[src/common/usb_cdc_pkg.sv]
/*
 * usb cdc shared definitions
 * packet ids and the 11-bit token field, read either as
 * address plus endpoint or as an sof frame number
 */

package usb_cdc_pkg;

    // ------------------------------------
    // packet ids, 4-bit form without check bits
    // ------------------------------------
    localparam logic [3:0] pid_out   = 4'b0001;  // token, host to device
    localparam logic [3:0] pid_in    = 4'b1001;  // token, device to host
    localparam logic [3:0] pid_sof   = 4'b0101;  // start of frame
    localparam logic [3:0] pid_data0 = 4'b0011;  // data, toggle 0
    localparam logic [3:0] pid_data1 = 4'b1011;  // data, toggle 1
    localparam logic [3:0] pid_ack   = 4'b0010;  // handshake ok
    localparam logic [3:0] pid_nak   = 4'b1010;  // handshake, nothing to send

    // ------------------------------------
    // token payload
    // ------------------------------------

    // endpoint sits above the address, as on the wire after lsb-first unpacking
    typedef struct packed {
        logic [3:0] ep;    // endpoint number
        logic [6:0] addr;  // device address
    } usb_ep_addr_t;

    // IN/OUT tokens carry ep_addr, SOF carries frame
    typedef union packed {
        usb_ep_addr_t ep_addr;  // IN and OUT
        logic [10:0]  frame;    // SOF
    } usb_token_field_t;

endpackage

[src/hdl/token_decoder.sv]
/*
 * token decoder
 * matches IN/OUT tokens against device address and cdc endpoint,
 * latches the frame number of SOF tokens
 */

`timescale 1ns/1ps

module token_decoder #(
    parameter int CDC_EP = 1                          // data pipe endpoint
) (
    input  logic                           clk,
    input  logic                           usb_rstn,
    input  logic                           tok_valid,     // token strobe
    input  logic [3:0]                     tok_pid,
    input  usb_cdc_pkg::usb_token_field_t  tok_field,
    input  logic [6:0]                     dev_addr,      // assigned address
    output logic                           tok_in,        // pulse, IN for us
    output logic                           tok_out,       // pulse, OUT for us
    output logic [10:0]                    frame_number   // last sof frame
);

    import usb_cdc_pkg::*;

    logic addr_hit;   // address field matches
    logic ep_hit;     // endpoint field matches

    // only meaningful for IN/OUT, ignored otherwise
    assign addr_hit = (tok_field.ep_addr.addr == dev_addr);
    assign ep_hit   = (tok_field.ep_addr.ep == 4'(CDC_EP));

    // ------------------------------------
    // pid decode
    // ------------------------------------
    always_ff @(posedge clk or negedge usb_rstn) begin
        if (!usb_rstn) begin
            tok_in       <= 1'b0;
            tok_out      <= 1'b0;
            frame_number <= '0;
        end else begin
            tok_in  <= 1'b0;                           // pulses by default
            tok_out <= 1'b0;
            if (tok_valid) begin
                case (tok_pid)
                    pid_in:  tok_in  <= addr_hit && ep_hit;
                    pid_out: tok_out <= addr_hit && ep_hit;
                    pid_sof: frame_number <= tok_field.frame;  // no address on sof
                    default: ;                         // other pids dropped
                endcase
            end
        end
    end

endmodule

[config.mk]
export PLATFORM = sky130hd
export DESIGN_NAME = token_decoder
export DESIGN_NICKNAME = d
export VERILOG_FILES = /design/src/common/usb_cdc_pkg.sv /design/src/hdl/token_decoder.sv
export SDC_FILE = /design/constraint.sdc
export NUM_CORES = 1
export LEC_CHECK = 0
export ABC_AREA = 0
export BUFFER_PORTS_ARGS = -buffer_cell sky130_fd_sc_hd__buf_2
export CORE_MARGIN = 3
export CORE_UTILIZATION = 40
export CTS_BUF_LIST = sky130_fd_sc_hd__clkbuf_8
export CTS_CLUSTER_DIAMETER = 120
export CTS_CLUSTER_SIZE = 10
export DETAILED_ROUTE_END_ITERATION = 10
export PLACE_DENSITY = 0.79
export SETUP_SLACK_MARGIN = 0.05
export SLEW_MARGIN = 15
export SYNTH_ARGS = -nofsm -noshare
export SYNTH_HDL_FRONTEND = slang
export SYNTH_SLANG_ARGS = --single-unit
[constraint.sdc]
create_clock -name clk -period 1.4 [get_ports clk]
set_input_delay 0.21 -clock clk [delete_from_list [all_inputs] [get_ports clk]]
set_output_delay 0.21 -clock clk [all_outputs]
set_load 0.01 [all_outputs]
### Word-level counts from Yosys, hierarchy flattened

Index checks and enable logic that the tools add are counted.

| word-level totals | value |
|---|---|
| bits in registers | 13 |
| bits in writable memories | 0 |
| memories | 0 |
| memory bits (read-only) | 0 |
| latch bits | 0 |
| output and inout bits | 13 |
| word-level logic and storage cells | 14 |
| input port bits | 25 |

| cells by class | value |
|---|---|
| magnitude comparators | 0 |
| $mul | 0 |
| muxes and demuxes | 4 |
| reductions and logical operators | 2 |
| shifts and indexed selects | 0 |
| equal/unequal tests | 5 |
| divide/modulo/power cells | 0 |
| bitwise gates (word level) | 0 |
| add/sub/neg operators | 0 |

Operators with widths:

| operator | number |
|---|---|
| equality test 4 x 1 -> 1 bit (second input constant) | 2 |
| equality test 7 bit | 1 |
| equality test 4 x 3 -> 1 bit (second input constant) | 1 |
| equality test 4 bit (second input constant) | 1 |
| 2-to-1 mux 1 bit | 4 |
| AND reduction 2 bit | 1 |
| logical AND 1 bit | 1 |

### Logic depth before layout (Yosys ltp)

| depth | value |
|---|---|
| word-level depth | 4 |
| mapped depth | 4 |
| mapped depth without buffers | 3 |

### Worst setup path after synthesis

Ideal clock, no wire load.

| path | value |
|---|---|
| path kind | input -> register |
| start | in tok_field[8] (netlist bit) |
| end | reg tok_out |
| path slack | -0.162 ns |
| setup time | 0.096 ns |
| path buffers | 0 |
| arrival time | 1.466 ns |
| stages | 3 |
| required time | 1.304 ns |
| cells stage by stage | or4b_1 -> or4_4 -> nor4_2 |

| between the ends | value |
|---|---|
| word-level cells in the longest chain between the ends | 4 |

Ends and longest elaborated chain:

| element | RTL line | text |
|---|---|---|
| start, declared | token_decoder.sv:16 | `input usb_cdc_pkg::usb_token_field_t tok_field,` |
| equality test 4 x 1 -> 1 bit | token_decoder.sv:30 | `assign ep_hit = (tok_field.ep_addr.ep == 4'(CDC_EP));` |
| logical AND 1 bit | token_decoder.sv:46 | `pid_out: tok_out <= addr_hit && ep_hit;` |
| 2-to-1 mux 1 bit | token_decoder.sv:44 | `case (tok_pid)` |
| 2-to-1 mux 1 bit | token_decoder.sv:43 | `if (tok_valid) begin` |
| end signal, assigned | token_decoder.sv:46 |  |
| end, declared | token_decoder.sv:19 | `output logic tok_out,` |

No other way between the ends.
A chain may end at the register's enable or synchronous reset.

### Worst setup path after layout

Same ends and word-level chain as after synthesis.

==> insert_results.sql <==
INSERT INTO impl_metrics (metric_group, metric, value, unit) VALUES
('final_layout', 'antenna-diode-count', '0', ''),
('final_layout', 'final_layout_size_suffix_gt1_frac', '0.583', ''),
('final_layout', 'syn2layout_area_growth', '49.0', '%'),
('yosys', 'netlist_top_cells_area', 'dfrtp_1, mux2_1, xnor2_1', ''),
('sta', 'report.final.setup_viol', '0', ''),
('yosys', 'yosys.area.top_type', 'dfrtp_1', ''),
('floorplan', 'fp-row-count', '13', ''),
('yosys', 'synthXorXnorAreaFrac', '0.105', ''),
('grt', 'busiest_layer', 'met2', ''),
('pwr', 'power_per_cell_area', '1220', 'nW/um^2'),
('job', 'maxCapViolations', '0', ''),
('cts', 'cts_tree', 'yes', ''),
('drt', 'via_per_inst', '4.89', ''),
('final_layout', 'final.fill_count', '109', ''),
('sta', 'fin_crit', '1360', 'ps'),
('cts', 'cts_made_buffers', '3', ''),
('placed_design', 'place.detailed.hpwl', '1.03', 'mm'),
('floorplan', 'initial_core_util', '0.438', ''),
('floorplan', 'io_pins', '38', ''),
('placed_design', 'dpl_worst_slack', '-300', 'ps'),
('yosys', 'synthAdderAreaFrac', '0', ''),
('grt', 'grt_start_max_net_pins', '14', ''),
('yosys', 'synth.ff_latch_count', '13', ''),
('setup_path', 'critPathCaptureType', 'flop', ''),
('drt', 'drt_wl_total', '1.22', 'mm'),
('sta', 'hold_violations', '0', ''),
('grt', 'overflow_after_grt', '0', ''),
('drt', 'remaining_drc_errors', '0', ''),
('cts', 'cts_sink_count', '13', ''),
('floorplan', 'dieHeight', '44.2', 'microns'),
('cts', 'cts.path.max_buffers', '2', ''),
('sta', 'slew_viol_final', '0', ''),
('sta', 'timing.final.crit_share', '0.973', ''),
('placed_design', 'place.gp.congestion', '0.675', ''),
('setup_path', 'worstPathRequired', '1550', 'ps'),
('yosys', 'synth-edff-count', '0', ''),
('final_layout', 'finalNetCount', '110', ''),
('sta', 'clock.fmax', '734', 'MHz'),
('grt', 'grt_pass1_wl', '2.04', 'mm'),
('yosys', 'synthMuxAreaShare', '0.212', ''),
('cts', 'worstSkewPairLatency', '230', 'ps'),
('yosys', 'seq_area_frac_synth', '0.557', ''),
('outcome', 'run_status', 'finished, final reports clean', ''),
('yosys', 'synthSimpleGateAreaFrac', '0.118', ''),
('placed_design', 'place.port_buffers', '37', ''),
('yosys', 'yosysWarningCount', '0', ''),
('final_layout', 'multiInputGateArea', '272', 'sq um'),
('yosys', 'syn-instance-count', '41', ''),
('drt', 'drc_violation_total_after_the_first_tritonroute_iteration', '0', ''),
('yosys', 'synth_fp_nets', '66', ''),
('yosys', 'synth.distinct_cells', '15', ''),
('placed_design', 'place_area', '798', 'sq um'),
('floorplan', 'dieArea', '1960', 'sq um'),
('cts', 'ctsHtreeMaxLevel', '1', ''),
('grt', 'global_route.usage.met2', '0.250', ''),
('drt', 'post_drt_wl_per_cell', '12.4', 'microns'),
('final_layout', 'final-seq-area', '325', 'sq um'),
('cts', 'clkTransAtPathRegs', '60', 'ps'),
('setup_path', 'cp_data_arrival_time', '1510', 'ps'),
('grt', 'grt_util_met3', '0.0447', ''),
('setup_path', 'worst_setup_path_start_kind', 'input port', ''),
('setup_path', 'crit_type', 'in -> reg', ''),
('final_layout', 'final_design_area_no_fill', '871', 'sq um'),
('floorplan', 'chipWidth', '44.2', 'microns'),
('drt', 'number_of_nets_with_antenna_violations_after_routing', '0', ''),
('pwr', 'fin_total_pwr', '1060', 'uW'),
('setup_path', 'timing.critical_path.fanout_max', '2', ''),
('sta', 'slew_headroom', '0.808', ''),
('sta', 'rsz_0062_raised_after_global_routing', 'yes', ''),
('grt', 'met1_usage', '0.162', ''),
('grt', 'grt_antenna_before_repair', '0', '');
## cell families after synthesis
group,count (synthesis)
DFF,13
muxes,11
and+or+nand+nor,9
xor gates and xnor gates,7
buffers and inverters,1
## critical path: stages
cell,delay (ps)
buf_2,100
or4b_4,520
or4_4,550
nor4_4,130
## metal layers
layer / wire [microns] / vias up
li1: - / 231
met1: 460 / 234
met2: 664 / 17
met3: 87 / 2
met4: 11 / 0
met5: 0 / -
## power breakdown
| group | internal [uW] | leakage (uW) | switching, uW | total [uW] |
|---|---|---|---|---|
| clock network | 193 | 0.0000269 | 129 | 322 |
| registers | 450 | 0.000163 | 31.4 | 481 |
| logic | 135 | 0.000251 | 122 | 257 |
## layout by cell type, fill, tap and decap left out, types with 2 or more instances in the layout
cell / instances
mux2_1: 8
xnor2_1: 6
mux2_2: 3
buf_4: 2
dfrtp_1: 13
clkbuf_8: 3
buf_2: 37
## through the flow
stage                     utilization  hold slack, ps  TNS, ps  std cells
after floorplan                     -           -85.6     -255         41
after CTS                       0.644             161        0         99
after global placement          0.598             103     -639         94
final                           0.653             181        0         99
after detailed placement        0.598             108     -685         94
after global routing            0.653             182        0         99
## path summary, 6_finish.rpt
kind / startpoint / to / slack (ps) / cells after the start
max in group asynchronous: usb_rstn / frame_number[4] / 790 / 2
setup / recovery: tok_field[8] / tok_out / 40 / 4
hold / removal: tok_pid[3] / tok_out / 180 / 2
hold reg to reg: frame_number[5] / frame_number[5] / 480 / 1
min in group asynchronous: usb_rstn / frame_number[2] / 390 / 2
setup reg to reg: frame_number[7] / frame_number[7] / 620 / 1
## layout make-up
type,count,area share
Clock buffer,3,0.0474
Clock inverter,1,0.00431
Multi-Input combinational cell,27,0.312
Sequential cell,13,0.374
Tap cell,15,0.0216
Timing Repair Buffer,40,0.241
## state kept, by name, summed over array words and instances, names as in the netlist
signal and count:
tok_in 1, frame_number 11, tok_out 1
## repair_timing
action | in CTS | in global routing
gates resized for setup | 1 | 2
hold buffers | 1 | 0
endpoints found under the hold margin | 13 | 0
setup endpoints to repair | 2 | 2
pin swaps | 3 | 1
buffers inserted | 0 | 0
Note: power is estimated with default switching activity, not from simulation.
