<file path="src/common/usb_cdc_pkg.sv">
/*
 * usb cdc shared definitions
 * packet ids and the 11-bit token field, read either as
 * address plus endpoint or as an sof frame number
 */

package usb_cdc_pkg;

    // ------------------------------------
    // packet ids, 4-bit form without check bits
    // ------------------------------------
    localparam logic [3:0] pid_out   = 4'b0001;  // token, host to device
    localparam logic [3:0] pid_in    = 4'b1001;  // token, device to host
    localparam logic [3:0] pid_sof   = 4'b0101;  // start of frame
    localparam logic [3:0] pid_data0 = 4'b0011;  // data, toggle 0
    localparam logic [3:0] pid_data1 = 4'b1011;  // data, toggle 1
    localparam logic [3:0] pid_ack   = 4'b0010;  // handshake ok
    localparam logic [3:0] pid_nak   = 4'b1010;  // handshake, nothing to send

    // ------------------------------------
    // token payload
    // ------------------------------------

    // endpoint sits above the address, as on the wire after lsb-first unpacking
    typedef struct packed {
        logic [3:0] ep;    // endpoint number
        logic [6:0] addr;  // device address
    } usb_ep_addr_t;

    // IN/OUT tokens carry ep_addr, SOF carries frame
    typedef union packed {
        usb_ep_addr_t ep_addr;  // IN and OUT
        logic [10:0]  frame;    // SOF
    } usb_token_field_t;

endpackage

</file>
<file path="src/hdl/ep_out_receiver.sv">
/*
 * OUT endpoint receiver
 * forwards bytes of OUT data packets, drops duplicates by
 * data toggle, acknowledges every packet
 */

`timescale 1ns/1ps

module ep_out_receiver (
    input  logic       clk,
    input  logic       usb_rstn,
    input  logic       tok_out,              // pulse, OUT token for us
    input  logic       rx_pid_valid,         // start of data packet
    input  logic [3:0] rx_pid,
    input  logic       rx_valid,             // payload byte strobe
    input  logic [7:0] rx_data,
    input  logic       rx_eop,               // end of data packet
    output logic       recv_valid,
    output logic [7:0] recv_data,
    output logic       out_ack               // pulse per acked packet
);

    import usb_cdc_pkg::*;

    logic armed;      // OUT token seen, waiting for data pid
    logic in_pkt;     // inside an accepted data packet
    logic fwd;        // toggle matched, pass bytes on
    logic toggle;     // expected toggle, 0 = DATA0
    logic exp_pid;    // rx_pid equals expected data pid

    assign exp_pid = (rx_pid == (toggle ? pid_data1 : pid_data0));

    // ------------------------------------
    // packet tracking
    // ------------------------------------
    always_ff @(posedge clk or negedge usb_rstn) begin
        if (!usb_rstn) begin
            armed      <= 1'b0;
            in_pkt     <= 1'b0;
            fwd        <= 1'b0;
            toggle     <= 1'b0;
            recv_valid <= 1'b0;
            out_ack    <= 1'b0;
        end else begin
            recv_valid <= 1'b0;
            out_ack    <= 1'b0;
            if (tok_out) begin
                armed <= 1'b1;
            end
            if (rx_pid_valid && armed) begin
                in_pkt <= 1'b1;
                fwd    <= exp_pid;           // mismatch means host resent
            end
            if (rx_valid && in_pkt) begin
                recv_valid <= fwd;           // duplicates swallowed here
            end
            if (rx_eop && in_pkt) begin
                out_ack <= 1'b1;             // ack duplicates too
                if (fwd) begin
                    toggle <= ~toggle;
                end
                armed  <= 1'b0;
                in_pkt <= 1'b0;
                fwd    <= 1'b0;
            end
        end
    end

    always_ff @(posedge clk) begin
        if (rx_valid) begin
            recv_data <= rx_data;
        end
    end

endmodule

</file>
<file path="config.mk">
export PLATFORM = sky130hd
export DESIGN_NAME = ep_out_receiver
export DESIGN_NICKNAME = d
export VERILOG_FILES = /design/src/common/usb_cdc_pkg.sv /design/src/hdl/ep_out_receiver.sv
export SDC_FILE = /design/constraint.sdc
export NUM_CORES = 1
export LEC_CHECK = 0
export BUFFER_PORTS_ARGS = -buffer_cell sky130_fd_sc_hd__buf_4
export CORE_AREA = 2 2 39 41
export DETAILED_ROUTE_END_ITERATION = 6
export DIE_AREA = 0 0 41 43
export PLACE_DENSITY_LB_ADDON = 0.25
export SETUP_SLACK_MARGIN = 0.5
export SLEW_MARGIN = 20
export SYNTH_ARGS = -nofsm -noshare
export SYNTH_HDL_FRONTEND = slang
export SYNTH_SLANG_ARGS = --single-unit
export TNS_END_PERCENT = 10
</file>
<file path="constraint.sdc">
create_clock -name clk -period 4.2 [get_ports clk]
set_clock_uncertainty 0.15 [all_clocks]
set_input_delay 0.21 -clock clk [delete_from_list [all_inputs] [get_ports clk]]
set_output_delay 0.21 -clock clk [all_outputs]
set_load 0.01 [all_outputs]
</file>
==> After elaboration in Yosys (flattened, before gate mapping) <==
Index checks and enable logic that the tools add are counted.
{ "word_totals": {"inputBits": 18, "ff_bits": 14, "word_cells": 24} }
{ "classes": {"n_mux": 9, "n_reduce_logical": 6, "bitwise": 1, "n_eq_ne": 1} }
{ "op_table": {"columns": ["operator", "count"], "rows": [
  ["1-bit two-way mux", 8],
  ["4-bit equality test", 1],
  ["4-bit two-way mux", 1],
  ["2-bit nonzero test", 2],
  ["1-bit logical AND", 3],
  ["2-bit AND reduction", 1],
  ["1-bit inverter", 1]
]} }

==> Longest topological paths before layout <==
Gate-level depths: netlist of the first run.
{ "logic_depth": {"ltp_word": 4, "depth_mapped": 3} }

==> Least setup slack after synthesis of the first run <==
Ideal clock, no wire load.
{ "synth_timing": {"path_kind": "reg-to-reg", "startpoint": "register toggle", "endpoint": "register fwd", "arrival_time_ps": 1095, "n_path_buf": 0, "synth_period_minus_slack_ps": 1322, "setup_time_ps": 77, "path_stages_with_launch": 4, "slack_ps": 2878, "required_time_ps": 3973, "cell_sequence": "dfrtp_1 -> xor2_1 -> or4_1 -> a21oi_1"} }
{ "synth_between": {"elab_chain_cells": 4} }
{ "synth_rtl": {"columns": ["item", "line", "text"], "rows": [
  ["start, declared", "ep_out_receiver.sv:28", "logic toggle;"],
  ["start signal, assigned", "ep_out_receiver.sv:60", "toggle <= ~toggle;"],
  ["4-bit two-way mux", "ep_out_receiver.sv:31", "assign exp_pid = (rx_pid == (toggle ? pid_data1 : pid_data0));"],
  ["4-bit equality test", "ep_out_receiver.sv:31", null],
  ["1-bit two-way mux", "ep_out_receiver.sv:50", "if (rx_pid_valid && armed) begin"],
  ["1-bit two-way mux", "ep_out_receiver.sv:57", "if (rx_eop && in_pkt) begin"],
  ["end signal, assigned", "ep_out_receiver.sv:52", "fwd <= exp_pid;"],
  ["end, declared", "ep_out_receiver.sv:27", "logic fwd;"]
]} }
No other way between the ends. The select of a mux whose other input is x is not followed.
A chain may end at the register's enable or synchronous reset.

==> Worst setup path in the final report of the first run <==
Same ends and word-level chain as after synthesis.

==> flow_summary.toml, run 1 <==
[timing]
slew_headroom_pct = 92.6
finalHoldViolations = 0
grt_setup_unrepaired = "false"
fin_crit_sh_pct = 32.9
fin_setup_tns_ns = 0
fin_crit_ns = 1.38
fmax_ghz = 0.725
finalSetupViolations = 0
slew_violations = 0
fin_ws_ns = 2.82
worst_pin_slew_ns = 0.108

[clock_tree]
clockRootBuffer = "clkbuf_4"
ctsResizeCount = 0
clk_latency_ns = 0.27
htreeDepth = 1
numCtsBuffers = 3
clk_pin_slew_ns = 0.08
post_cts_buffers = 0
cts_tree = "done"
cts_hold_buf = 11
clkSinkCount = 14
cts.path.max_buffers = 2

[layout]
final_cell_mix = "buf_4, dlygate4sd3_1, edfxtp_1"
area_growth_pct = 77.2
finalNetCount = 88
layout_commonest_cell = "buf_4"
n_antenna_cell = 0
drive_gt1_share_pct = 43.5
finalNonFillerCells = 85

[synth]
ys_ff_latch = 14
synthCells = 27
synth_top_family_by_area = "simple AND/OR/NAND/NOR gates"
synth-simple-area-share_pct = 9.14
synth_seq_area_share_pct = 83.9
synth_top_cell_area_share_pct = 51.6
synth_area_um2 = 465
synth_xor_area_share_pct = 3.76
yosysWarnings = 0
ys_types = 11
synth_compound_area_share_pct = 1.08
muxShareOfSynthArea_pct = 2.15
syn_nets = 45
yosysTopAreaCell = "edfxtp_1"
synth_fa_ha_area_share_pct = 0
synth.area.top_cells = "edfxtp_1, dfrtp_1, nand2_1, mux2i_1, xnor2_1"
avgSynthCellArea_um2 = 17.2

[critical_path]
r2r_cells = 3
startpoint_type = "flop"
cp.arrival_ns = 1.43
rrSetupSlack_ns = 2.82
critPathKind = "flop to flop"
worst_ep_required_time_ns = 4.25
path_max_fanout = 2
crit_path_end_kind = "flop"

[floorplan]
initial_core_util_pct = 33.6
fp.dieArea_um2 = 1760
num_rows = 14
fp.dieW_um = 41
die_h_um = 43
pin_count = 28
core_area_um2 = 1380

[global_routing]
grt_max_degree = 10
antenna_found_initial = 0
grt_use_total_pct = 12.8
use_met2_pct = 20.3
grt_pass1_wl_um = 1480
overflow = 0
grt-busiest-layer = "met2"
grt_pass1_vias = 385
grt_use_met1_pct = 15.4
gr-usage-met3_pct = 3.14

[power_and_ir_drop]
clkPwrFrac_pct = 25.3
p_int_mw = 0.228
finalPower_mw = 0.293
comb_power_share_pct = 17.0
switching_power_mw = 0.0646
switching_share_pct = 22.1
vdd_ir_drop_max_v = 0.000190
leakagePower_nw = 0.380
powerDensity_nw_per_um2 = 355
seq_power_share_pct = 57.7

[drt]
wl_um = 860
drc = 0
detail_route.vias_per_cell = 4.14
firstDrtPassIters = 2
drtAntennaViolNets = 0
drt_iter0_drc = 1
routedWlPerCell_um = 10.1
via_count = 352

[place]
dp_slack_ns = 2.83
io_buffers = 27
place.gp.congestion = 0.608
place_inst = 70

[min_path]
min_path_type = "input pin to flop"
hold_depth = 3

[job]
cap_viol_max_count = 0

[run_status]
status = "completed"
==> power groups by stage <==
stage | logic, mW | clock network, mW | registers [mW]
floorplan | 0.0110 | 0 | 0.175
finish | 0.0496 | 0.0740 | 0.169
CTS | 0.0505 | 0.0785 | 0.169
global route | 0.0560 | 0.0838 | 0.171
detailed placement | 0.0420 | 0 | 0.172
global placement | 0.0414 | 0 | 0.172
==> synthesized netlist by cell type <==
cell / instances
a21oi_1: 1
and2_1: 1
and3_1: 1
dfrtp_1: 6
edfxtp_1: 8
mux2i_1: 1
nand2_1: 4
nor2_1: 2
or4_1: 1
xnor2_1: 1
xor2_1: 1
==> per-layer routing <==
metal  part of all wire [%]  wire, um  up-vias
met2                     50       433       18
met3                    9.5        82        0
li1                       -         -      180
met5                      0         0        -
met1                     40       343      154
met4                      0         0        0
==> through the flow <==
step / hold WS, ns / util [%] / instance area, um^2
finish: 0.0485 / 59.6 / 825
global route: 0.0544 / 59.6 / 825
CTS: 0.0374 / 59.6 / 825
detailed placement: -0.129 / 49.7 / 688
global placement: -0.129 / 49.7 / 688
floorplan: -0.236 / - / 465
==> kinds of logic (layout without fill, tap and decap cells) <==
family,Yosys count,count (layout)
AND/OR/NAND/NOR,9,9
AO/OA/AOI/OAI,1,1
flip-flops,14,14
XOR/XNOR,2,2
multiplexers,1,1
buffers and inverters,0,42
==> cell type report <==
| type | instances | area (um^2) |
|---|---|---|
| clock inverter | 1 | 3.75 |
| tap | 16 | 20.0 |
| timing repair buffer | 38 | 313 |
| sequential | 14 | 390 |
| clock buffer | 3 | 22.5 |
| multi-input combinational | 13 | 75.1 |
| fill | 123 | 559 |
==> worst max-delay path, stage by stage, from the launching register on <==
cell,delay (ns)
dfrtp_1,0.40
xor2_1,0.16
or4_1,0.47
a21oi_1,0.13
==> sequential cells by signal (all words and copies together), names as in the netlist <==
name and count:
out_ack 1, recv_valid 1, fwd 1, in_pkt 1
toggle 1, recv_data 8, armed 1
==> worst paths after layout <==
kind | from | end
worst max-delay path | toggle | fwd
worst min-delay path | rx_pid[2] | fwd
worst max register to register | toggle | fwd
worst min register to register | toggle | toggle
max in group asynchronous | usb_rstn | recv_valid
min in group asynchronous | usb_rstn | armed
Power figures use the tool's default switching activity.
==> run 2, diff against run 1 <==
Settings changed: CORE_AREA 2 2 39 41 to unset, CORE_MARGIN set to 2, CORE_UTILIZATION set to 35, DIE_AREA 0 0 41 43 to unset.
Clock period 4.2 ns to 1.1 ns, I/O delays scaled along.
==> run 2 against run 1 <==
The run now ends with hold timing, setup timing left. Sequential share of layout area grew 1.8 points. Sequential cell count did not move. Global-route usage fell by 1.0 points. Sequential power increased to 3.9 times the previous value. Critical path type unchanged. Critical endpoint unchanged. Largest cell class unchanged.
==> flow_summary.toml, run 2 (same netlist as run 1, synthesis figures left out) <==
[power_and_ir_drop]
switching_share_pct = 22.3
vdd_ir_drop_max_v = 0.000742
comb_power_share_pct = 20.3
seq_power_share_pct = 55.9
leakagePower_nw = 0.367
clkPwrFrac_pct = 23.7
p_int_mw = 0.905
powerDensity_nw_per_um2 = 1470
switching_power_mw = 0.260

[clock_tree]
htreeDepth = 1
cts_tree = "done"
clockRootBuffer = "clkbuf_4"
numCtsBuffers = 3
cts_hold_buf = 1
clk_latency_ns = 0.27
cts.path.max_buffers = 2
clk_pin_slew_ns = 0.08
clkSinkCount = 14

[layout]
finalNetCount = 81
layout_commonest_cell = "buf_4"
largest-register = "recv_data"
area_growth_pct = 70.7
n_antenna_cell = 0
final_cell_mix = "buf_4, buf_6, edfxtp_1"
drive_gt1_share_pct = 60.7
largest_reg_flops = 8
finish.utilization_pct = 62.6
stdcell_area_um2 = 795

[critical_path]
startpoint_type = "flop"
slowest_delay_ns = 0.48
critPathKind = "flop to flop"
path_cells = "xor2_1, or4_1, a21oi_2"
crit_slowest_cell = "or4_1"
crit_path_end_kind = "flop"
cp.arrival_ns = 1.40
path_max_fanout = 2
worst_ep_required_time_ns = 1.15

[drt]
firstDrtPassIters = 2
drtAntennaViolNets = 0
routedWlPerCell_um = 11.9
detail_route.vias_per_cell = 4.39
drc = 0
wl_um = 908
drt_iter0_drc = 5
via_count = 334

[floorplan]
num_rows = 13
core_area_um2 = 1270
pin_count = 28
initial_core_util_pct = 36.7
die_h_um = 40.5
fp.dieW_um = 40.5
fp.dieArea_um2 = 1640

[global_routing]
grt_max_degree = 10
overflow = 0
grt_pass1_vias = 290
antenna_found_initial = 0
grt_use_total_pct = 11.8
grt_pass1_wl_um = 1170

[timing]
fin_crit_ns = 1.34
fin_setup_tns_ns = -0.243
finalHoldViolations = 27
worst_pin_slew_ns = 0.119
slew_violations = 0
finalSetupViolations = 1
grt_setup_unrepaired = "true"
slew_headroom_pct = 91.8
fin_crit_sh_pct = 122
whs_ns = -0.196
fin_ws_ns = -0.243
fmax_ghz = 0.745

[run_status]
status = "finished, violations left"
violations = "hold timing, setup timing"

[min_path]
min_path_type = "input pin to flop"

[place]
dpl_cell_area_um2 = 702
io_buffers = 27
place.gp.congestion = 0.643

[job]
cap_viol_max_count = 0
## run 2: cell types whose count changed in the layout (fill, tap and decap cells not counted), sizes merged
cell / change
buf: +3
clkinv: -1
dlygate4sd3: -10
## run 2: path summary, 6_finish.rpt
check,cells after the start,from,slack [ns],end
worst max-delay path,3,toggle,-0.24,fwd
worst max register to register,3,toggle,-0.24,fwd
max in group asynchronous,2,usb_rstn,0.71,fwd
min in group asynchronous,2,usb_rstn,-0.03,in_pkt
worst min register to register,1,in_pkt,0.37,in_pkt
worst min-delay path,1,rx_data[0],-0.20,recv_data[0]
## run 2: cell type report
class | instances | area, um^2
fill | 108 | 474
sequential | 14 | 390
timing repair buffer | 31 | 277
multi-input combinational | 13 | 86.3
clock buffer | 3 | 22.5
tap | 15 | 18.8
## run 2: power groups by stage
stage	Sequential, mW	Combinational [mW]	Clock, mW
6_report	0.652	0.237	0.277
5_1_grt	0.657	0.260	0.297
4_1_cts	0.652	0.212	0.286
3_5_place_dp	0.656	0.188	0
3_3_place_gp	0.653	0.186	0
2_1_floorplan	0.670	0.0419	0
## run 2: worst max-delay path, delay by kind of cell, from the launching register on
kind,cells,cell delay [ns]
compound gates,1,0.12
xor+xnor,1,0.14
simple gates,1,0.48
flops,1,0.39
## run 2: per-layer routing
metal	track usage, %	part of all wire [%]
met5	0	0
met4	12.5	1.1
met3	3.33	11
met2	17.1	50
met1	13.2	39
## run 2: what timing repair did
item	in CTS	in global routing
endpoints found under the setup margin	16	16
pin swaps	8	6
resized for setup	12	3
setup buffers	0	1
hold endpoints to repair	27	27
## run 2: stage by stage
step	cells	power [mW]	setup slack (ns)
2_1_floorplan	27	0.712	-0.222
3_3_place_gp	71	0.840	-0.223
3_5_place_dp	71	0.844	-0.240
4_1_cts	75	1.15	-0.261
5_1_grt	76	1.21	-0.293
6_report	76	1.17	-0.243
