`config.mk`:
```
export PLATFORM = sky130hd
export DESIGN_NAME = ep_in_packetizer
export DESIGN_NICKNAME = d
export VERILOG_FILES = /design/src/common/usb_cdc_pkg.sv /design/src/hdl/ep_in_packetizer.sv
export SDC_FILE = /design/constraint.sdc
export NUM_CORES = 1
export LEC_CHECK = 0
export ABC_AREA = 1
export ABC_CLOCK_PERIOD_IN_PS = 2200
export BUFFER_PORTS_ARGS = -buffer_cell sky130_fd_sc_hd__buf_2
export CAP_MARGIN = 0
export CORE_MARGIN = 2
export CORE_UTILIZATION = 52
export DETAILED_ROUTE_END_ITERATION = 6
export PLACE_DENSITY = 0.82
export SYNTH_ARGS = -nofsm -noshare
export SYNTH_HDL_FRONTEND = slang
export SYNTH_SLANG_ARGS = --single-unit
```
`constraint.sdc`:
```
create_clock -name clk -period 2.2 [get_ports clk]
set_input_delay 0.44 -clock clk [delete_from_list [all_inputs] [get_ports clk]]
set_output_delay 0.44 -clock clk [all_outputs]
set_load 0.03 [all_outputs]
```
`src/common/usb_cdc_pkg.sv`:
```
/*
 * usb cdc shared definitions
 * packet ids and the 11-bit token field, read either as
 * address plus endpoint or as an sof frame number
 */

package usb_cdc_pkg;

    // ------------------------------------
    // packet ids, 4-bit form without check bits
    // ------------------------------------
    localparam logic [3:0] pid_out   = 4'b0001;  // token, host to device
    localparam logic [3:0] pid_in    = 4'b1001;  // token, device to host
    localparam logic [3:0] pid_sof   = 4'b0101;  // start of frame
    localparam logic [3:0] pid_data0 = 4'b0011;  // data, toggle 0
    localparam logic [3:0] pid_data1 = 4'b1011;  // data, toggle 1
    localparam logic [3:0] pid_ack   = 4'b0010;  // handshake ok
    localparam logic [3:0] pid_nak   = 4'b1010;  // handshake, nothing to send

    // ------------------------------------
    // token payload
    // ------------------------------------

    // endpoint sits above the address, as on the wire after lsb-first unpacking
    typedef struct packed {
        logic [3:0] ep;    // endpoint number
        logic [6:0] addr;  // device address
    } usb_ep_addr_t;

    // IN/OUT tokens carry ep_addr, SOF carries frame
    typedef union packed {
        usb_ep_addr_t ep_addr;  // IN and OUT
        logic [10:0]  frame;    // SOF
    } usb_token_field_t;

endpackage

```
`src/hdl/ep_in_packetizer.sv`:
```
/*
 * IN endpoint packetizer
 * answers IN tokens with a DATA0/DATA1 packet drawn from the
 * send buffer, or NAK when the buffer is empty
 */

`timescale 1ns/1ps

module ep_in_packetizer #(
    parameter int EP_IN_MAXPKT = 32          // max payload bytes
) (
    input  logic       clk,
    input  logic       usb_rstn,
    input  logic       tok_in,               // pulse from token decoder
    input  logic [7:0] buf_data,
    input  logic       buf_valid,
    output logic       buf_pop,              // pulse, take head byte
    output logic       tx_pid_valid,
    output logic [3:0] tx_pid,
    output logic       tx_valid,
    output logic [7:0] tx_data,
    output logic       tx_eop                // pulse after last byte
);

    import usb_cdc_pkg::*;

    localparam int cnt_w = $clog2(EP_IN_MAXPKT + 1);

    // ------------------------------------
    // fsm encoding
    // ------------------------------------
    localparam logic [2:0] st_idle = 3'd0;   // waiting for IN
    localparam logic [2:0] st_pid  = 3'd1;   // pid on the bus
    localparam logic [2:0] st_data = 3'd2;   // pop if buffer has a byte
    localparam logic [2:0] st_wait = 3'd3;   // buffer valid gap after pop
    localparam logic [2:0] st_end  = 3'd4;   // send eop, flip toggle

    logic [2:0]       state;
    logic [cnt_w-1:0] byte_cnt;              // bytes in current packet
    logic             toggle;                // 0 = DATA0, 1 = DATA1
    logic             last_byte;

    assign buf_pop   = (state == st_data) && buf_valid;
    assign last_byte = (byte_cnt == cnt_w'(EP_IN_MAXPKT - 1));

    always_ff @(posedge clk or negedge usb_rstn) begin
        if (!usb_rstn) begin
            state        <= st_idle;
            byte_cnt     <= '0;
            toggle       <= 1'b0;
            tx_pid_valid <= 1'b0;
            tx_valid     <= 1'b0;
            tx_eop       <= 1'b0;
        end else begin
            tx_pid_valid <= 1'b0;            // strobes default low
            tx_valid     <= 1'b0;
            tx_eop       <= 1'b0;
            case (state)
                st_idle: begin
                    if (tok_in) begin
                        tx_pid_valid <= 1'b1;
                        byte_cnt     <= '0;
                        // nak stays in idle, no eop
                        state        <= buf_valid ? st_pid : st_idle;
                    end
                end
                st_pid: begin
                    state <= st_data;
                end
                st_data: begin
                    if (buf_valid) begin
                        tx_valid <= 1'b1;
                        byte_cnt <= byte_cnt + 1'b1;
                        state    <= last_byte ? st_end : st_wait;
                    end else begin
                        state <= st_end;     // buffer ran dry, short packet
                    end
                end
                st_wait: begin
                    state <= st_data;
                end
                st_end: begin
                    tx_eop <= 1'b1;
                    toggle <= ~toggle;       // no retransmit, flip every packet
                    state  <= st_idle;
                end
                default: state <= st_idle;
            endcase
        end
    end

    // ------------------------------------
    // payload registers
    // ------------------------------------
    always_ff @(posedge clk) begin
        if (state == st_idle && tok_in) begin
            tx_pid <= buf_valid ? (toggle ? pid_data1 : pid_data0) : pid_nak;
        end
        if (buf_pop) begin
            tx_data <= buf_data;
        end
    end

endmodule

```
Yosys cells after proc, flatten, opt, wreduce, memory -nomap -nowiden. Cells that the tools add are included.

Register bits: 25. Input port bits: 12. Output and inout bits: 16. Logic and storage cells: 37.

Add/sub/neg operators: 1. Equality and inequality tests: 7. Muxes and demuxes: 14. Bitwise logic cells: 1. Reductions and logical operators: 6.

Operators by type and width (number): $mux 6 (2); $pmux 6 s2 (1); $mux 3 (3); $pmux 3 s3 (1); $add 6x1->6 const B (1); $eq 3x2->1 const B (2); $eq 6x5->1 const B (1); $mux 1 (6); $mux 4 (1); $ne 2x2->1 const B (2); $eq 3x1->1 const B (1); $eq 3x3->1 const B (1); $logic_not 3->1 (1); $reduce_and 3->1 (1); $logic_and 1x1->1 (2); $reduce_bool 2->1 (1); $reduce_or 2->1 (1); $not 1->1 (1).

Depth between registers and ports, before layout. Gate-level depths: netlist of run 1.

Depth after elaboration: 4. Gate-level depth with buffers: 6. Gate-level depth less buffers: 6.

Worst setup path after synthesis of run 1. Ideal clock, no wire load.

Path type: register -> output. From: register state[2]. To: output buf_pop. Data arrival time: 0.827 ns. Data required time: 1.760 ns. Path slack: 0.933 ns. Cell stages (with the launch flop): 4. Path buffers: 0. Cell sequence: dfrtp_1 > nor2_4 > nand3_4 > clkinv_4.

Longest elaborated chain between the ends: 2.

RTL lines: start: declaration (RTL line ep_in_packetizer.sv:38) `logic [2:0] state;`; start signal: assignment (RTL line ep_in_packetizer.sv:48) `state <= st_idle;`; start signal: assignment (RTL line ep_in_packetizer.sv:64) `state <= buf_valid ? st_pid : st_idle;`; start signal: assignment (RTL line ep_in_packetizer.sv:68) `state <= st_data;`; $eq 3x2->1 (RTL line ep_in_packetizer.sv:43) `assign buf_pop = (state == st_data) && buf_valid;`; $logic_and 1x1->1 (RTL line ep_in_packetizer.sv:43); end: declaration (RTL line ep_in_packetizer.sv:17) `output logic buf_pop,`.

No other way between the ends.

Worst setup path after layout of run 1. Ends and elaborated chain as after synthesis.

==> results.yml, run 1 <==
grt:
  grt.total_usage: 0.164
  grt_util_met2: 0.272
  gr-max-usage-layer: "met2"
  grt_overflow_total: 0
  grt_pass1_vias: 592
  antenna_found_initial: 0
  grt_pass1_wl_mm: 2.48
  grt_max_degree: 16
  met1_usage: 0.198
  grtUsageMet3: 0.0353
timing:
  fin_skew_ns: 0.00519
  setup_viol: 0
  slew_violations: 0
  max_freq_mhz: 532
  layout_setup_ws_ns: 0.319
  hold_viol: 0
  setup-tns-final_ns: 0
  whs_ns: 0.298
  period_share: 0.855
  rsz0062_at_grt: "no"
  fin_crit_ns: 1.88
setup_path:
  r2r-end: "state[0]"
  crit_type: "reg2out"
  r2r_setup_slack_ns: 0.86
  r2r_cells: 6
  crit_arrival_ns: 1.44
  crit_start: "state[2]"
  crit_fanout: 15
  rr_startpoint: "byte_cnt[1]"
  cp.required_ns: 1.76
  start_kind: "flip-flop"
  crit_path_end_kind: "primary output"
drt:
  ant_nets: 0
  drc_errors: 0
  dr.pass1.iters: 5
  post_drt_wl_per_cell_um: 11.5
  vias: 670
  via_per_inst: 4.79
  routed_wl_mm: 1.62
  drt_iter0_markers: 12
run:
  maxCapViolations: 0
yosys:
  ys_ff_latch: 23
  netlist_area_um2: 942
  ys_types: 20
  syn_area_per_cell_um2: 10.8
  synth_cells: 87
  ys_warn_count: 0
  syn_nets: 100
  yosysSeqAreaShare: 0.664
place:
  dp_hpwl_mm: 1.24
  port-buffer-count: 25
  dp_slack_ns: 0.691
  dp_cells: 135
  routabilityCongestion: 0.795
floorplanning:
  start_util: 0.552
  core-area_mm2: 0.00171
  io_pins: 28
  rows: 15
  die_y_um: 46.6
  die_width_um: 46.6
  dieArea_mm2: 0.00217
status:
  status: "complete, no violations"
min_path:
  hold_class: "in2reg"
  hold_path_end: "tx_data[1]"
  min-delay-start: "buf_data[1]"
  min_path_cells: 1
power_and_ir_drop:
  power.switching_uw: 439
  pwr-share-comb: 0.325
  p_seq_frac: 0.508
  pwr-share-clk: 0.167
  sw_frac_of_total: 0.380
  leakage_nw: 0.562
  power.density_mw_per_mm2: 1030
  vdd_drop_max_v: 0.000622
  cell_internal_pwr_uw: 716
cts:
  clk_latency_ns: 0.31
  cts_buffers: 3
  cts_tree: "done"
  clkTransAtPathRegs_ns: 0.12
  post_cts_buffers: 0
  cts_sinks: 23
  htreeDepth: 1
  cts_resized: 0
  clk_path_buf_depth: 2
  root_buffer: "clkbuf_4"
cells_and_area:
  final_cells: 140
  diodes: 0
  final_common_cell: "buf_2"
  postLayoutCoreUtil: 0.656
  fillerInstances: 124
  drive_gt1_frac: 0.304
  layout_common_cells: "buf_2, nand2_1, inv_1, dfrtp_1, nor2_1"
  fin_nets: 129
  syn_to_final_growth_pct: 19.0
-- how the worst max path moves through the flow --
stage | endpoint | slack [ns]
after CTS | buf_pop | 0.33
after global placement | buf_pop | 0.72
after detailed placement | buf_pop | 0.69
after floorplan | buf_pop | 0.93
after global routing | buf_pop | 0.25
final | buf_pop | 0.32
-- flip-flops by register name (all words and copies together) (netlist names) --
signal        flops
byte_cnt          6
tx_pid_valid      1
tx_data           8
state             3
tx_eop            1
toggle            1
tx_pid            2
tx_valid          1
-- routing by layer --
layer / wire length, µm / part of all wire
met3: 142 / 0.088
met5: 0 / 0
met2: 759 / 0.47
met1: 676 / 0.42
met4: 37 / 0.023
-- worst max-delay path, stage by stage, from the launching register on --
cell and delay (ns):
dfrtp_1 0.45, nor2_4 0.19, nand3_4 0.13, clkinv_4 0.14, buf_2 0.22
-- cell usage after synthesis (all sizes together) --
| cell | count | area, µm² |
|---|---|---|
| dfrtp | 13 | 325 |
| nand3 | 5 | 42.5 |
| o22ai | 1 | 6.26 |
| a21oi | 3 | 15.0 |
| clkinv | 1 | 8.76 |
| conb | 2 | 7.51 |
| nand2 | 18 | 72.6 |
| nor2 | 12 | 52.6 |
| nand4 | 1 | 6.26 |
| ha | 1 | 12.5 |
| edfxtp | 10 | 300 |
| inv | 13 | 48.8 |
| nor3 | 1 | 5.00 |
| xor2 | 1 | 8.76 |
| o21ai | 3 | 15.0 |
| buf | 2 | 15.0 |
-- metrics by stage --
| step | cell area (µm²) | power [mW] |
|---|---|---|
| 2_1_floorplan | 942 | 0.873 |
| 3_3_place_gp | 1080 | 0.956 |
| 3_5_place_dp | 1080 | 0.972 |
| 4_1_cts | 1120 | 1.16 |
| 5_1_grt | 1120 | 1.22 |
| 6_report | 1120 | 1.16 |
-- repair_timing --
item                                   4_1_cts  5_1_grt
hold buffers                                 1        0
endpoints found under the hold margin       13        0
setup endpoints to repair                    0        0
-- final cells by class --
cell class,count,area [µm²],area share
timing repair buffer,26,135,0.121
sequential,23,626,0.558
multi-input combinational,48,244,0.218
clock inverter,1,5.00,0.00446
tap,25,31.3,0.0279
inverter,14,57.6,0.0513
clock buffer,3,22.5,0.0201
-- power by group through the flow --
stage	Clock [mW]	Combinational [mW]	Sequential (mW)
6_report	0.193	0.376	0.587
5_1_grt	0.213	0.415	0.596
4_1_cts	0.200	0.377	0.587
3_5_place_dp	0	0.375	0.597
3_3_place_gp	0	0.366	0.590
2_1_floorplan	0	0.190	0.682
-- cells by family after synthesis --
| kind of cell | Yosys count | synth area share |
|---|---|---|
| AOI/OAI and AO/OA | 7 | 0.0385 |
| buffers and inverters | 16 | 0.0770 |
| adders and majority gates | 1 | 0.0133 |
| other | 2 | 0.00797 |
| xor gates and xnor gates | 1 | 0.00930 |
| and+or+nand+nor | 37 | 0.190 |
| DFF | 23 | 0.664 |
(Power assumes the default switching activity.)
==> inputs of run 2 (changes only) <==
Settings changed: PLACE_DENSITY 0.82 to 0.8.
==> run 2 against run 1 <==
Net effect:
- power is 1.5% lower
- highest routed layer unchanged
- flip-flop and latch count did not move
- final cell count fell by 0.71%
- largest power group unchanged
- clock skew is 0.00081 ns higher
- largest cell class unchanged
==> results.yml, run 2 (same netlist as run 1, synthesis figures left out) <==
setup_path:
  crit_arrival_ns: 1.41
  cp_top_family: "flip-flops"
  start_kind: "flip-flop"
  cp.required_ns: 1.76
  cp_slowest_cell: "dfrtp_1"
  r2r-end: "state[0]"
  r2r_cells: 6
  r2r_setup_slack_ns: 0.90
  rr_startpoint: "byte_cnt[1]"
  cp_cell_sequence: "nor2_4, nand3_4, clkinv_4, buf_2"
  cp_num_buf_inv: 2
  crit_path_end_kind: "primary output"
  crit_fanout: 15
  crit_type: "reg2out"
  slowest_delay_ns: 0.44
cts:
  root_buffer: "clkbuf_4"
  clk_latency_ns: 0.29
  cts_buffers: 3
  cts_sinks: 23
  htreeDepth: 1
  cts_hold_buf: 0
  clkTransAtPathRegs_ns: 0.11
  clk_path_buf_depth: 2
  cts_tree: "done"
  cts_resized: 0
  post_cts_buffers: 0
power_and_ir_drop:
  leakage_nw: 0.555
  power.switching_uw: 420
  pwr-share-clk: 0.157
  power.density_mw_per_mm2: 1020
  p_seq_frac: 0.512
  pwr-share-comb: 0.330
  vdd_drop_max_v: 0.000431
  sw_frac_of_total: 0.369
  cell_internal_pwr_uw: 718
  power_mw: 1.14
floorplanning:
  die_y_um: 46.6
  dieArea_mm2: 0.00217
  die_width_um: 46.6
  io_pins: 28
  core-area_mm2: 0.00171
  rows: 15
  start_util: 0.552
grt:
  antenna_found_initial: 0
  grt.total_usage: 0.159
  grt_overflow_total: 0
  grt_pass1_vias: 564
  grt_pass1_wl_mm: 2.35
  grt_max_degree: 16
cells_and_area:
  fin_nets: 128
  layout_common_cells: "buf_2, nand2_1, inv_1, dfrtp_1, nor2_1"
  postLayoutCoreUtil: 0.650
  drive_gt1_frac: 0.298
  diodes: 0
  syn_to_final_growth_pct: 17.8
  regMostFlops: "tx_data"
  largest_reg_flops: 8
  final_common_cell: "buf_2"
  top_regs: "tx_data: 8 flops, byte_cnt: 6 flops, state: 3 flops"
place:
  port-buffer-count: 25
  routabilityCongestion: 0.819
  dp_slack_ns: 0.695
  dp_hpwl_mm: 1.19
timing:
  rsz0062_at_grt: "no"
  max_freq_mhz: 541
  fin_skew_ns: 0.00600
  hold_viol: 0
  period_share: 0.840
  setup_viol: 0
  slew_violations: 0
  layout_setup_ws_ns: 0.351
  whs_ns: 0.00542
  fin_crit_ns: 1.85
  setup-tns-final_ns: 0
status:
  status: "complete, no violations"
drt:
  dr.pass1.iters: 4
  post_drt_wl_per_cell_um: 11.0
  drt_iter0_markers: 5
  routed_wl_mm: 1.53
  vias: 651
  ant_nets: 0
  via_per_inst: 4.68
  drc_errors: 0
run:
  maxCapViolations: 0
min_path:
  hold_class: "in2async"
run 2: cell count changes in the layout (fill, tap and decap cells not counted):
cell           before  now
dlygate4sd3_1       1    0
clkinv_2            1    0
clkbuf_1            0    1
run 2: cell type report:
class,instances,area [µm²]
Sequential cell,23,626
Clock buffer,4,26.3
Tap cell,25,31.3
Timing Repair Buffer,25,125
Inverter,14,57.6
Fill cell,129,598
Multi-Input combinational cell,48,244
run 2: through the flow:
stage               std cells  cell area (µm²)
finish                    139             1110
global route              139             1110
floorplan                  87              942
global placement          135             1080
detailed placement        135             1080
CTS                       139             1110
run 2: worst max-delay path by stage:
stage	start	to	cells past startpoint
floorplan	state[2]	buf_pop	3
global placement	buf_valid	buf_pop	4
detailed placement	state[2]	buf_pop	4
CTS	state[2]	buf_pop	4
global route	state[2]	buf_pop	4
finish	state[2]	buf_pop	4
run 2: power by group through the flow:
stage | Sequential [mW] | Combinational, mW | Clock [mW]
after detailed placement | 0.594 | 0.375 | 0
final | 0.583 | 0.376 | 0.179
after floorplan | 0.682 | 0.190 | 0
after global routing | 0.593 | 0.419 | 0.200
after CTS | 0.584 | 0.376 | 0.187
after global placement | 0.589 | 0.366 | 0
run 2: per-layer routing:
layer | share of wire | GRT usage | up-vias
li1 | - | - | 321
met5 | 0 | 0 | -
met4 | 0.024 | 0.0800 | 0
met3 | 0.071 | 0.0392 | 6
met2 | 0.47 | 0.256 | 29
met1 | 0.44 | 0.198 | 295
==> inputs of run 3 (changes only) <==
Settings changed: ABC_AREA 1 to 0, ABC_CLOCK_PERIOD_IN_PS 2200 to 1550, CORE_UTILIZATION 52 to 43, PLACE_DENSITY 0.8 to 0.72.
Clock period 2.2 ns to 1.55 ns, I/O delays scaled along.
==> run 3 against run 2 <==
Net effect:
- die area up 15%
- final cell count down 3.6%
- synthesized cell count down 21%
- design area up 8.5%
- the flow now finishes with violations (setup timing)
- power up 33%
- sequential share of layout area down 4.4 points
- area after synthesis down 4.0%
- largest cell class unchanged
- critical path depth unchanged
- clock-buffer cell count down 1
==> results.yml, run 3 <==
status:
  status: "finished with violations"
  violations: "setup timing"
yosys:
  netlist_area_um2: 905
  synth_cells: 69
  synth_top_area_share: 0.360
  ys_ff_latch: 23
  yosysTopAreaCell: "dfrtp_1"
  async_reset_ff_frac: 0.565
  syn_area_per_cell_um2: 13.1
  yosysSeqAreaShare: 0.692
  synthFlopType: "dfrtp_1"
  synthTopCellsByCount: "dfrtp_1, edfxtp_1, nand2_1"
  syn_nets: 82
  synth-edff-count: 10
  post-synth-top-count-cell: "dfrtp_1"
  synth_area_leaders: "dfrtp_1, edfxtp_1, mux2i_1"
  ys_types: 27
  ys_warn_count: 0
setup_path:
  start_kind: "flip-flop"
  slowest_delay_ns: 0.43
  crit_fanout: 3
  crit_type: "reg2out"
  cp_cell_sequence: "nor3b_2, nand2_2, clkinvlp_4, buf_6"
  crit_arrival_ns: 1.31
  crit_path_end_kind: "primary output"
  cp.required_ns: 1.24
  cp_num_buf_inv: 2
  cp_slowest_cell: "dfrtp_1"
  cp_top_family: "flip-flops"
place:
  dp_cells: 123
  routabilityCongestion: 0.833
  dp_hpwl_mm: 1.16
  port-buffer-count: 25
timing:
  whs_ns: 0.166
  slew_violations: 0
  fin_skew_ns: 0.0172
  setup_viol: 2
  rsz0062_at_grt: "yes"
  period_share: 1.04
  layout_setup_ws_ns: -0.0688
  hold_viol: 0
  fin_crit_ns: 1.62
  max_freq_mhz: 618
  setup-tns-final_ns: -0.0921
floorplanning:
  dieArea_mm2: 0.00249
  rows: 16
  core-area_mm2: 0.00198
  io_pins: 28
  die_y_um: 49.9
  start_util: 0.456
  die_width_um: 49.9
power_and_ir_drop:
  leakage_nw: 0.570
  power.density_mw_per_mm2: 1250
  vdd_drop_max_v: 0.000839
drt:
  drc_errors: 0
  vias: 632
  routed_wl_mm: 1.70
  via_per_inst: 4.72
  drt_iter0_markers: 3
  ant_nets: 0
  dr.pass1.iters: 4
  post_drt_wl_per_cell_um: 12.7
cells_and_area:
  postLayoutCoreUtil: 0.607
  multi_input_area_um2: 274
  final_cells: 134
  syn_to_final_growth_pct: 33.1
  largest_reg_flops: 8
  regMostFlops: "tx_data"
  diodes: 0
  final_common_cell: "buf_2"
  regArea_um2: 626
  layout_common_cells: "buf_2, dfrtp_1, buf_4"
  drive_gt1_frac: 0.430
  fin_nets: 121
  fillerInstances: 164
  top_regs: "tx_data: 8 flops, byte_cnt: 6 flops, state: 3 flops"
cts:
  cts_sinks: 23
  clk_path_buf_depth: 2
  clkTransAtPathRegs_ns: 0.13
  htreeDepth: 1
  cts_buffers: 3
  cts_tree: "done"
  clk_latency_ns: 0.31
  root_buffer: "clkbuf_4"
grt:
  grt_pass1_wl_mm: 2.74
  grt_util_met2: 0.233
  grt_pass1_vias: 608
  antenna_found_initial: 0
  grt_overflow_total: 0
  met1_usage: 0.197
  gr-max-usage-layer: "met2"
  grtUsageMet3: 0.0242
  grt_max_degree: 14
  grt.total_usage: 0.147
min_path:
  hold_class: "in2reg"
run:
  maxCapViolations: 0
==> run 3: cell types whose count changed in the layout (fill, tap and decap cells not counted), moves of 3 or more <==
cell / change
buf_4: +11
inv_1: -10
mux2i_1: +3
nand2_1: -8
nor2_1: -8
==> run 3: worst register-to-register path, cell delays in order (launching register included) <==
cell and delay (ns):
dfrtp_1 0.43, or4b_1 0.56, a211o_1 0.28, a22o_1 0.23
==> run 3: cells by family after synthesis <==
kind of cell,after synthesis,share of synthesized area
xor gates and xnor gates,1,0.00968
buffers and inverters,7,0.0387
and+or+nand+nor,24,0.138
other,2,0.00830
muxes,4,0.0443
AOI/OAI and AO/OA,7,0.0553
DFF,23,0.692
adders and majority gates,1,0.0138
==> run 3: layout make-up <==
| type | count | area share |
|---|---|---|
| clock buffers | 3 | 0.0187 |
| clock inverters | 1 | 0.00416 |
| inverters | 4 | 0.0156 |
| multi-input cells | 39 | 0.228 |
| flip-flops and latches | 23 | 0.520 |
| well taps | 27 | 0.0281 |
| repair buffers | 37 | 0.186 |
==> run 3: metrics by stage <==
step	setup WS, ns	power, mW	instance area [µm²]
finish	-0.0688	1.51	1200
global route	-0.122	1.59	1200
CTS	-0.0437	1.49	1180
detailed placement	-0.00651	1.18	1080
global placement	0.0304	1.16	1080
floorplan	-0.0615	1.04	908
==> run 3: metal layers <==
layer | part of all wire | wire [µm]
met5 | 0 | 0
met4 | 0.012 | 21
met3 | 0.064 | 109
met2 | 0.47 | 791
met1 | 0.46 | 773
==> run 3: path summary, 6_finish.rpt <==
check / start / endpoint / slack [ns] / cells after the start
worst max-delay path: state[2] / buf_pop / -0.07 / 4
max in group asynchronous: usb_rstn / toggle / 0.90 / 2
worst max register to register: state[2] / byte_cnt[4] / -0.02 / 3
worst min-delay path: buf_data[7] / tx_data[7] / 0.17 / 1
min in group asynchronous: usb_rstn / byte_cnt[3] / 0.39 / 2
worst min register to register: toggle / toggle / 0.48 / 1
==> run 3: power breakdown <==
group / switching (mW) / leakage (nW) / total (mW) / internal (mW)
Combinational: 0.246 / 0.288 / 0.437 / 0.191
Sequential: 0.0656 / 0.264 / 0.803 / 0.738
Clock: 0.172 / 0.0177 / 0.268 / 0.0961
Total: 0.484 / 0.570 / 1.51 / 1.03
==> run 3: timing repair <==
action	in CTS	in global routing
endpoints found under the hold margin	13	0
pin swaps	2	2
hold buffers	1	0
gates resized for setup	4	5
setup buffers	6	0
endpoints found under the setup margin	2	6
